$ cat src/source/mips_alu_pkg.sv
// shared word, opcode and select types plus opcode encodings for the execute unit.
package mips_alu_pkg;

    // ********************
    // widths
    // ********************
    localparam int WORD_W   = 32;
    localparam int OP_W     = 6;
    localparam int SHAMT_W  = 5;
    localparam int SHSEL_W  = 2;
    localparam int LGSEL_W  = 3;

    typedef logic [WORD_W-1:0]  word_t;
    typedef logic [OP_W-1:0]    alu_op_t;
    typedef logic [SHAMT_W-1:0] shamt_t;
    typedef logic [SHSEL_W-1:0] shift_sel_t;
    typedef logic [LGSEL_W-1:0] logic_sel_t;

    // ********************
    // opcodes
    // ********************
    // bit 0 subtract, bits 2..1 shift, bits 5..3 logical.
    localparam alu_op_t ADD_OP  = 6'b000000;
    localparam alu_op_t SUB_OP  = 6'b000001;
    localparam alu_op_t SHL_OP  = 6'b000010;
    localparam alu_op_t LSR_OP  = 6'b000100;
    localparam alu_op_t ASR_OP  = 6'b000110;
    localparam alu_op_t OR_OP   = 6'b001000;
    localparam alu_op_t AND_OP  = 6'b010000;
    localparam alu_op_t XOR_OP  = 6'b011000;
    localparam alu_op_t NOR_OP  = 6'b100000;
    localparam alu_op_t SLT_OP  = 6'b101001;
    localparam alu_op_t SLTU_OP = 6'b110001;

    // shifter selects, 00 passes through.
    localparam shift_sel_t SHIFT_SHL = 2'b01;
    localparam shift_sel_t SHIFT_LSR = 2'b10;
    localparam shift_sel_t SHIFT_ASR = 2'b11;

    // logical selects, others give zero.
    localparam logic_sel_t LOGIC_OR  = 3'b001;
    localparam logic_sel_t LOGIC_AND = 3'b010;
    localparam logic_sel_t LOGIC_XOR = 3'b011;
    localparam logic_sel_t LOGIC_NOR = 3'b100;

endpackage

$ cat src/source/alu_adder.sv
// 32-bit adder with carry in and out and signed overflow, used for add, sub and compares.
`timescale 1ns/1ps

module alu_adder (
    input  mips_alu_pkg::word_t op1_i,
    input  mips_alu_pkg::word_t op2_i,
    input  logic                cin_i,
    output mips_alu_pkg::word_t sum_o,
    output logic                carry_o,
    output logic                ovf_o
);

    logic same_sign;

    // 33-bit sum, top bit is the carry out.
    assign {carry_o, sum_o} = op1_i + op2_i + cin_i;

    assign same_sign = (op1_i[31] == op2_i[31]);

    // operands agree in sign, sum does not.
    assign ovf_o = same_sign & (sum_o[31] != op1_i[31]);

endmodule

$ cat src/source/alu_shifter.sv
// five-stage barrel shifter for left, logical right and arithmetic right shifts.
`timescale 1ns/1ps

module alu_shifter (
    input  mips_alu_pkg::word_t      op1_i,
    input  mips_alu_pkg::shamt_t     shamt_i,
    input  mips_alu_pkg::shift_sel_t shift_sel_i,
    output mips_alu_pkg::word_t      res_o
);

    import mips_alu_pkg::*;

    word_t stage [6];
    logic  shift_en;
    logic  fill;

    assign shift_en = (shift_sel_i == SHIFT_SHL) || (shift_sel_i == SHIFT_LSR) ||
                      (shift_sel_i == SHIFT_ASR);
    assign fill     = (shift_sel_i == SHIFT_ASR) & op1_i[31];  // sign fill for asr.

    assign stage[0] = op1_i;

    // ********************
    // stage g shifts by 2**g
    // ********************
    genvar g;
    generate
        for (g = 0; g < 5; g++) begin : g_stage
            always_comb begin
                if (!shift_en || !shamt_i[g]) begin
                    stage[g+1] = stage[g];
                end else if (shift_sel_i == SHIFT_SHL) begin
                    stage[g+1] = stage[g] << (2 ** g);
                end else begin
                    stage[g+1] = (stage[g] >> (2 ** g)) |
                                 ({32{fill}} & ~(32'hFFFF_FFFF >> (2 ** g)));
                end
            end
        end
    endgenerate

    assign res_o = stage[5];

endmodule

$ cat src/source/alu_logical.sv
// bitwise logic unit, OR, AND, XOR or NOR chosen by the opcode's top three bits.
`timescale 1ns/1ps

module alu_logical (
    input  mips_alu_pkg::word_t      op1_i,
    input  mips_alu_pkg::word_t      op2_i,
    input  mips_alu_pkg::logic_sel_t logic_sel_i,
    output mips_alu_pkg::word_t      res_o
);

    import mips_alu_pkg::*;

    always_comb begin
        case (logic_sel_i)
            LOGIC_OR: begin
                res_o = op1_i | op2_i;
            end
            LOGIC_AND: begin
                res_o = op1_i & op2_i;
            end
            LOGIC_XOR: begin
                res_o = op1_i ^ op2_i;
            end
            LOGIC_NOR: begin
                res_o = ~(op1_i | op2_i);
            end
            default: begin
                res_o = '0;  // unused selects.
            end
        endcase
    end

endmodule

$ cat src/source/alu.sv
// combinational ALU, conditions operand b, picks the unit result and derives the flags.
`timescale 1ns/1ps

module alu (
    input  mips_alu_pkg::word_t   opr_a_alu_i,
    input  mips_alu_pkg::word_t   opr_b_alu_i,
    input  mips_alu_pkg::alu_op_t op_alu_i,
    output mips_alu_pkg::word_t   res_alu_o,
    output logic                  z_alu_o,
    output logic                  n_alu_o
);

    import mips_alu_pkg::*;

    word_t  opr_b_cond;
    logic   cin_alu;
    word_t  adder_out;
    logic   carry_out;
    logic   v_alu;
    word_t  shifter_out;
    word_t  logical_out;
    logic   n_alu;
    logic   ltu_alu;
    word_t  res_alu;

    // ********************
    // operand conditioning
    // ********************
    assign opr_b_cond = op_alu_i[0] ? ~opr_b_alu_i : opr_b_alu_i;  // a + ~b + 1 on sub.
    assign cin_alu    = op_alu_i[0];

    // ********************
    // units
    // ********************
    alu_adder adder_inst (
        .op1_i   (opr_a_alu_i),
        .op2_i   (opr_b_cond),
        .cin_i   (cin_alu),
        .sum_o   (adder_out),
        .carry_o (carry_out),
        .ovf_o   (v_alu)
    );

    alu_shifter shifter_inst (
        .op1_i       (opr_a_alu_i),
        .shamt_i     (opr_b_alu_i[4:0]),
        .shift_sel_i (op_alu_i[2:1]),
        .res_o       (shifter_out)
    );

    alu_logical logical_inst (
        .op1_i       (opr_a_alu_i),
        .op2_i       (opr_b_alu_i),
        .logic_sel_i (op_alu_i[5:3]),
        .res_o       (logical_out)
    );

    // true sign of the difference, corrected on overflow.
    assign n_alu   = v_alu ? opr_a_alu_i[31] : adder_out[31];
    assign ltu_alu = ~carry_out;  // no carry out means a < b unsigned.

    // ********************
    // result select
    // ********************
    always_comb begin
        case (op_alu_i)
            ADD_OP, SUB_OP: begin
                res_alu = adder_out;
            end
            SHL_OP, LSR_OP, ASR_OP: begin
                res_alu = shifter_out;
            end
            OR_OP, AND_OP, XOR_OP, NOR_OP: begin
                res_alu = logical_out;
            end
            SLT_OP: begin
                res_alu = {31'b0, n_alu};
            end
            SLTU_OP: begin
                res_alu = {31'b0, ltu_alu};
            end
            default: begin
                res_alu = '0;
            end
        endcase
    end

    assign res_alu_o = res_alu;
    assign z_alu_o   = (res_alu == '0);
    assign n_alu_o   = n_alu;

endmodule

$ cat src/source/alu_exec.sv
// execute stage top, one-cycle registered ALU issued by a valid strobe every cycle.
`timescale 1ns/1ps

module alu_exec (
    input  logic                  clk_i,
    input  logic                  rst_n_i,
    input  logic                  valid_i,
    input  mips_alu_pkg::alu_op_t op_i,
    input  mips_alu_pkg::word_t   opr_a_i,
    input  mips_alu_pkg::word_t   opr_b_i,
    output logic                  valid_o,
    output mips_alu_pkg::word_t   res_o,
    output logic                  z_o,
    output logic                  n_o
);

    import mips_alu_pkg::*;

    word_t res_alu;
    logic  z_alu;
    logic  n_alu;

    // ********************
    // combinational ALU
    // ********************
    alu alu_inst (
        .opr_a_alu_i (opr_a_i),
        .opr_b_alu_i (opr_b_i),
        .op_alu_i    (op_i),
        .res_alu_o   (res_alu),
        .z_alu_o     (z_alu),
        .n_alu_o     (n_alu)
    );

    // ********************
    // output register
    // ********************
    always_ff @(posedge clk_i or negedge rst_n_i) begin
        if (!rst_n_i) begin
            valid_o <= 1'b0;
        end else begin
            valid_o <= valid_i;  // one strobe per issue.
        end
    end

    // data holds its last value between issues.
    always_ff @(posedge clk_i or negedge rst_n_i) begin
        if (!rst_n_i) begin
            res_o <= '0;
            z_o   <= 1'b0;
            n_o   <= 1'b0;
        end else if (valid_i) begin
            res_o <= res_alu;
            z_o   <= z_alu;
            n_o   <= n_alu;
        end
    end

endmodule

$ cat config.mk
export PLATFORM = sky130hd
export DESIGN_NAME = alu_exec
export DESIGN_NICKNAME = d
export VERILOG_FILES = /design/src/source/mips_alu_pkg.sv /design/src/source/alu_adder.sv /design/src/source/alu_shifter.sv /design/src/source/alu_logical.sv /design/src/source/alu.sv /design/src/source/alu_exec.sv
export SDC_FILE = /design/constraint.sdc
export NUM_CORES = 1
export LEC_CHECK = 0
export BUFFER_PORTS_ARGS = -buffer_cell sky130_fd_sc_hd__clkbuf_2
export CAP_MARGIN = 0
export CORE_MARGIN = 2
export CORE_UTILIZATION = 25
export DETAILED_ROUTE_END_ITERATION = 10
export SLEW_MARGIN = 20
export SYNTH_ARGS = -nofsm -noshare
export SYNTH_HDL_FRONTEND = slang
export SYNTH_SLANG_ARGS = --single-unit
$ cat constraint.sdc
create_clock -name clk_i -period 1.17 [get_ports clk_i]
set_clock_uncertainty 0.05 [all_clocks]
set_input_delay 0.2925 -clock clk_i [delete_from_list [all_inputs] [get_ports clk_i]]
set_output_delay 0.2925 -clock clk_i [all_outputs]
set_load 0.02 [all_outputs]
# Word-level counts from Yosys, hierarchy flattened

Index checks and enable logic that the tools add are counted.

Register bits: 35
Bits of input ports: 73
Output and inout port bits: 35
Word-level logic and storage cells: 70

$add $sub $neg: 2
Eq/ne operators: 19
Mux-type cells: 14
Bitwise gates (word level): 13
Reduce and logical (&&, ||, !) cells: 18

Operator list:

| cell                                           | number |
|---|---|
| 2-to-1 mux 32 bit                              | 11 |
| one-hot mux 32 bit (5 select lines)            | 1 |
| one-hot mux 32 bit (4 select lines)            | 1 |
| inverter 32 bit                                | 2 |
| adder 32 x 32 -> 33 bit                        | 1 |
| adder 33 x 1 -> 33 bit                         | 1 |
| bitwise AND 32 bit                             | 1 |
| zero test 32 bit                               | 1 |
| OR 16 x 32 -> 32 bit                           | 1 |
| OR 24 x 32 -> 32 bit                           | 1 |
| OR 28 x 32 -> 32 bit                           | 1 |
| OR 30 x 32 -> 32 bit                           | 1 |
| OR 31 x 32 -> 32 bit                           | 1 |
| OR 32 bit                                      | 1 |
| bitwise XOR 32 bit                             | 1 |
| == test 6 bit (second input constant)          | 3 |
| == test 6 x 3 -> 1 bit (second input constant) | 2 |
| == test 6 x 5 -> 1 bit (second input constant) | 2 |
| logical OR 1 bit                               | 7 |
| == test 3 x 2 -> 1 bit (second input constant) | 2 |
| == test 6 x 1 -> 1 bit (second input constant) | 1 |
| == test 6 x 2 -> 1 bit (second input constant) | 1 |
| == test 6 x 4 -> 1 bit (second input constant) | 1 |
| zero test 1 bit                                | 6 |
| 13 further kinds                               | 15 |

# Logic depth before layout (Yosys ltp)

Word-level depth: 20
Mapped depth: 17
Depth with buffers taken out: 14

# By module

Synthesis repeated with hierarchy kept, for this count alone.

Cell total of the unflattened synthesis: 1531
Area total of the unflattened synthesis: 11066.9 um^2

Modules (own cells, without submodules):

| module      | times used | cells each | area an instance (um^2) | seq. area each (um^2) |
|---|---|---|---|---|
| alu_shifter | 1          | 696        | 4281.6                  | 0.0 |
| alu_logical | 1          | 278        | 2038.2                  | 0.0 |
| alu_adder   | 1          | 262        | 1843.0                  | 0.0 |
| alu         | 1          | 222        | 1461.4                  | 0.0 |
| alu_exec    | 1          | 73         | 1442.6                  | 875.8 |

# Least setup slack after synthesis

No wires, ideal clock.

Kind: input to register
Start point: input opr_b_i[1]
End point: register z_o
Setup time: 67 ps
Data arrival time: 4284 ps
Required time: 1053 ps
Path slack: -3231 ps
Cell stages on the path: 17
Cells stage by stage: buf_2 > buf_1 > clkbuf_1 > xor2_1 > inv_1 > fa_1 > nor2b_1 > o2111ai_1 > a211oi_1 > o221a_4 > a311oi_4 > a311oi_2 > a21oi_2 > mux2i_1 > or4_1 > nor4_2 > a32o_1

Longest elaborated chain between the ends: 14
Elaborated cells between the ends (all ways): 27

RTL lines:

| what                                                             | line           | RTL |
|---|---|---|
| from (decl)                                                      | alu_exec.sv:10 | `input mips_alu_pkg::word_t opr_b_i,` |
| branches (longest 12 deep; another with adder 32 x 32 -> 33 bit) | --             |  |
| one-hot mux 32 bit (5 select lines) (*)                          | alu.sv:66      | `case (op_alu_i)` |
| zero test 32 bit (*)                                             | alu.sv:89      | `assign z_alu_o = (res_alu == '0);` |
| to (signal assigned)                                             | alu_exec.sv:54 | `z_o <= z_alu;` |
| to (decl)                                                        | alu_exec.sv:13 | `output logic z_o,` |

Every way passes the cells marked *.
A chain may end at the register's enable or synchronous reset.

# Final worst setup path

Start point: input op_i[0]
End point: register z_o

Longest elaborated chain between the ends: 8
Elaborated cells between the ends (all ways): 24

RTL lines:

| what                                    | line            | RTL |
|---|---|---|
| from (decl)                             | alu_exec.sv:8   | `input mips_alu_pkg::alu_op_t op_i,` |
| 2-to-1 mux 32 bit                       | alu.sv:29       | `assign opr_b_cond = op_alu_i[0] ? ~opr_b_alu_i : opr_b_alu_i;` |
| adder 32 x 32 -> 33 bit                 | alu_adder.sv:16 | `assign {carry_o, sum_o} = op1_i + op2_i + cin_i;` |
| adder 33 x 1 -> 33 bit                  | alu_adder.sv:16 |  |
| inequality test 1 bit                   | alu_adder.sv:21 | `assign ovf_o = same_sign & (sum_o[31] != op1_i[31]);` |
| bitwise AND 1 bit                       | alu_adder.sv:21 |  |
| 2-to-1 mux 1 bit                        | alu.sv:59       | `assign n_alu = v_alu ? opr_a_alu_i[31] : adder_out[31];` |
| one-hot mux 32 bit (5 select lines) (*) | alu.sv:66       |  |
| zero test 32 bit (*)                    | alu.sv:89       |  |

Mark *: on every way between the ends. The rest lies on a longest branch, timed or not.

==> out/results.md <==
| Stage | Quantity | Reported |
|---|---|---|
| cells and area | Number of cells in the finished layout apart from fillers | 2725 |
| sta | Number of failing hold endpoints at the final stage | 0 |
| worst setup path | Required time of the critical path | 1.34 ns |
| cells and area | Leading cell type in the layout, fill and taps excluded | sky130_fd_sc_hd__buf_4 |
| sta | RSZ-0062 raised after global routing | yes |
| placed design | DP Cell Count | 2631 |
| clocking | Buffers from clock root to sink, at most | 2 |
| routing | Total via count after detailed routing | 15800 |
| floorplanning | Horizontal die dimension | 209 microns |
| sta | Slew Viols, Final | 0 |
| pwr | Pwr Density | 693 mW/mm^2 |
| synth | Total standard cell area after synthesis | 0.0105 sq mm |
| synth | Count of cell types in the netlist | 94 |
| synth | Avg Inst Size Synth | 7.07 sq um |
| placed design | GP Congestion | 1.04 |
| worst setup path | Kind of start point of the critical path | primary input |
| clocking | Clock-pin slew reported for the worst setup and hold paths after clock tree synthesis | 0.06 ns |
| status | Violated checks | setup timing |
| cells and area | Fraction of layout instances using a drive strength above 1 | 0.516 |
| worst setup path | Cell mode on critical path | sky130_fd_sc_hd__a311oi_4 |
| routing | Average wire per cell in the routed design | 25.8 microns |
| worst setup path | Cell chain of the critical path | clkbuf_16 -> buf_12 -> buf_8 -> xor2_1 -> ha_1 -> nand4_1 -> o22ai_2 -> or3_1 -> o221a_4 -> a311oi_4 -> a311oi_4 -> a21oi_2 -> mux2i_1 -> or4_4 -> nor4_4 -> a32o_2 |
| clocking | Insertion delay to the later sink of the worst-skew pair | 0.28 ns |
| cells and area | Relative area change from synthesis to final layout | 82.5% |
| synth | Synthesis warning total | 0 |
| synth | Main synth FF type | sky130_fd_sc_hd__dfrtp_1 |
| synth | Nets in the synthesized netlist | 1657 |
| clocking | TritonCTS clock tree | built |
| placed design | Number of port buffers | 107 |
| worst setup path | Max Fanout on Critical Path | 5 |
| synth | Area fraction of the dominant cell type after synthesis | 0.118 |
| clocking | Sinks on the clock net | 35 |
| routing | Number of design-rule violations left by the first detailed-router iteration | 1815 |
| cells and area | Ant diodes | 0 |
| worst setup path | Cell family contributing the most delay on the critical path | compound AO/OA/AOI/OAI gates |
| routing | First-pass detailed-route iteration total | 6 |
| routing | Via-per-instance ratio | 5.81 |
| global routing | Via count of the first global-routing pass | 15700 |
| sta | Max-Slew Margin vs Limit | 0.537 |
| sta | PnR worst setup slack | -2.32 ns |
| synth | Cell type contributing the most total cell area after synthesis | sky130_fd_sc_hd__ha_1 |
| clocking | Total number of H-tree levels | 2 |
| pwr | Leakage power | 8.88 nW |
| clocking | Root buffer selected by CTS | sky130_fd_sc_hd__clkbuf_16 |
| sta | Final setup violation count | 39 |
| worst setup path | Worst path slowest cell | sky130_fd_sc_hd__or4_4 |
| floorplanning | Effective utilization at floorplan | 0.252 |
| clocking | Total clock buffers created by CTS | 5 |
| floorplanning | Core area | 0.0417 sq mm |
| global routing | Wire length of the first global-routing pass | 102 mm |
| worst setup path | Classification of the worst setup path | in2reg |
| worst setup path | Endpoint class of the critical path | register |
| sta | Post-Route Hold Slack | 0.480 ns |
| floorplanning | Die area | 0.0436 sq mm |
| cells and area | NumNets Final | 2358 |
| worst setup path | Number of buffers and inverters on the critical path | 3 |
| global routing | Remaining global-route overflow | 0 |
| synth | Post-synth EDFFs | 0 |
| global routing | Pin count of the biggest net entering global routing | 58 |
| synth | Post-Syn Instances | 1484 |
| sta | Minimum period implied by the final worst setup slack | 3.49 ns |
| synth | Biggest area contributors in the synthesized netlist | sky130_fd_sc_hd__ha_1, sky130_fd_sc_hd__dfrtp_1, sky130_fd_sc_hd__a21oi_1 |
| pwr | Total design power | 13.3 mW |
| routing | Count of antenna-violating nets left after detailed routing | 0 |
| worst setup path | Arrival time of data at the critical path endpoint | 3.65 ns |
| sta | Highest Clock Rate | 0.287 GHz |
| synth | Post-synth ARST share | 1.00 |
| placed design | DP Wirelength | 56.5 mm |
| synth | Synthesis-stage register bit count | 35 |
| synth | Sequential share of the synthesized area | 0.0835 |
| worst setup path | Slowest stage delay, CP | 0.44 ns |
| cells and area | Commonest cells after routing, fill and taps aside | sky130_fd_sc_hd__buf_4, sky130_fd_sc_hd__nor2_1, sky130_fd_sc_hd__nand2_1 |
| min path | Worst hold path class | in2async |
| routing | Total length of routed wires | 70.2 mm |
| floorplanning | Die outline height | 209 microns |
| floorplanning | Number of ports placed on the die boundary | 108 |
| pwr | Maximum vdd drop | 457 uV |
| global routing | Antenna violations before repair | 0 |
| routing | DRC violations left | 0 |
| sta | Slew at the pin with the worst max-slew slack | 0.695 ns |
| flow run | Max-capacitance violation count | 0 |
| status | Status | complete, but fails checks |
| global routing | Combined global-route utilization of all metal layers | 0.311 |
| floorplanning | Row cnt | 75 |
| sta | Final worst-path cycle share | 2.98 |
## sequential cells by signal, summed over array words and instances, names as in the netlist
register  flops
res_o        32
n_o           1
valid_o       1
z_o           1
## power by group
group / internal (mW) / switching [mW]
registers: 1.32 / 0.0887
clock network: 1.01 / 0.527
logic: 4.82 / 5.51
## cell type report
cell class / count / area [sq um]
fillers: 4196 / 22500
well taps: 539 / 674
clock buffers: 5 / 125
inverters: 74 / 282
clock inverters: 3 / 46.3
multi-input cells: 1247 / 10400
flip-flops and latches: 35 / 876
repair buffers: 822 / 6720
## cell families (layout without fill, tap and decap cells)
kind of cell | after synthesis | count (layout) | synth area share
flip-flops | 35 | 35 | 0.0835
AO/OA/AOI/OAI | 553 | 553 | 0.369
adder cells (fa/ha/maj) | 100 | 100 | 0.120
AND/OR/NAND/NOR | 468 | 468 | 0.225
buffers and inverters | 202 | 904 | 0.0821
multiplexers | 77 | 77 | 0.0797
XOR/XNOR | 49 | 49 | 0.0409
## through the flow
stage                     worst slack, ns   util  instance area (sq um)  TNS [ns]
after CTS                           -2.28  0.436                  18200    -56.75
after global routing                -2.40  0.460                  19100    -61.27
after floorplan                     -2.44      -                  11000    -51.76
after detailed placement            -2.76  0.391                  16300    -75.58
after global placement              -2.75  0.391                  16300    -74.63
final                               -2.32  0.460                  19100    -59.34
## per-layer routing
layer	track usage	vias up	routed length, microns
li1	-	7041	-
met1	0.409	7695	29400
met2	0.492	890	30600
met3	0.0352	211	5420
met4	0.178	0	4800
met5	0	-	0
## cells in the mapped netlist (20+ instances only)
cell                       number
sky130_fd_sc_hd__nand2_1      117
sky130_fd_sc_hd__nor2_1       136
sky130_fd_sc_hd__a21o_1        23
sky130_fd_sc_hd__a21oi_1      142
sky130_fd_sc_hd__dfrtp_1       35
sky130_fd_sc_hd__clkbuf_1      81
sky130_fd_sc_hd__a221oi_1      28
sky130_fd_sc_hd__a211oi_1      31
sky130_fd_sc_hd__o211ai_1      20
sky130_fd_sc_hd__nand3_1       38
sky130_fd_sc_hd__o221ai_1      23
sky130_fd_sc_hd__xor2_1        36
sky130_fd_sc_hd__ha_1          99
sky130_fd_sc_hd__o21ai_0       77
sky130_fd_sc_hd__inv_1         73
sky130_fd_sc_hd__mux2i_1       25
sky130_fd_sc_hd__a22oi_1       22
sky130_fd_sc_hd__o22ai_1       32
sky130_fd_sc_hd__mux2_2        52
sky130_fd_sc_hd__nor3_1        29
sky130_fd_sc_hd__buf_2         22
## path summary, 6_finish.rpt
path                                start        end  slack [ns]  cells after the start
worst max-delay path              op_i[0]        z_o       -2.32                     16
worst min-delay path              rst_n_i   res_o[8]        0.48                      3
max in group asynchronous         rst_n_i  res_o[31]        0.40                      3
min in group clk_i              res_o[14]  res_o[14]        0.49                      1
worst min register to register  res_o[14]  res_o[14]        0.49                      1
worst max register to register   res_o[1]   res_o[1]        0.19                      4
## worst register-to-register path, stage by stage (launching register included)
cell and delay (ns):
sky130_fd_sc_hd__dfrtp_1 0.39, sky130_fd_sc_hd__buf_4 0.14, sky130_fd_sc_hd__buf_4 0.12, sky130_fd_sc_hd__nor2_1 0.11, sky130_fd_sc_hd__a21oi_2 0.04
## repair_timing
action	in CTS	in global routing
resized for setup	236	183
hold endpoints to repair	35	0
setup endpoints to repair	52	68
hold buffers	1	0
setup buffers	60	37
pin swaps	72	76
cloned	2	0
(Power assumes the default switching activity.)
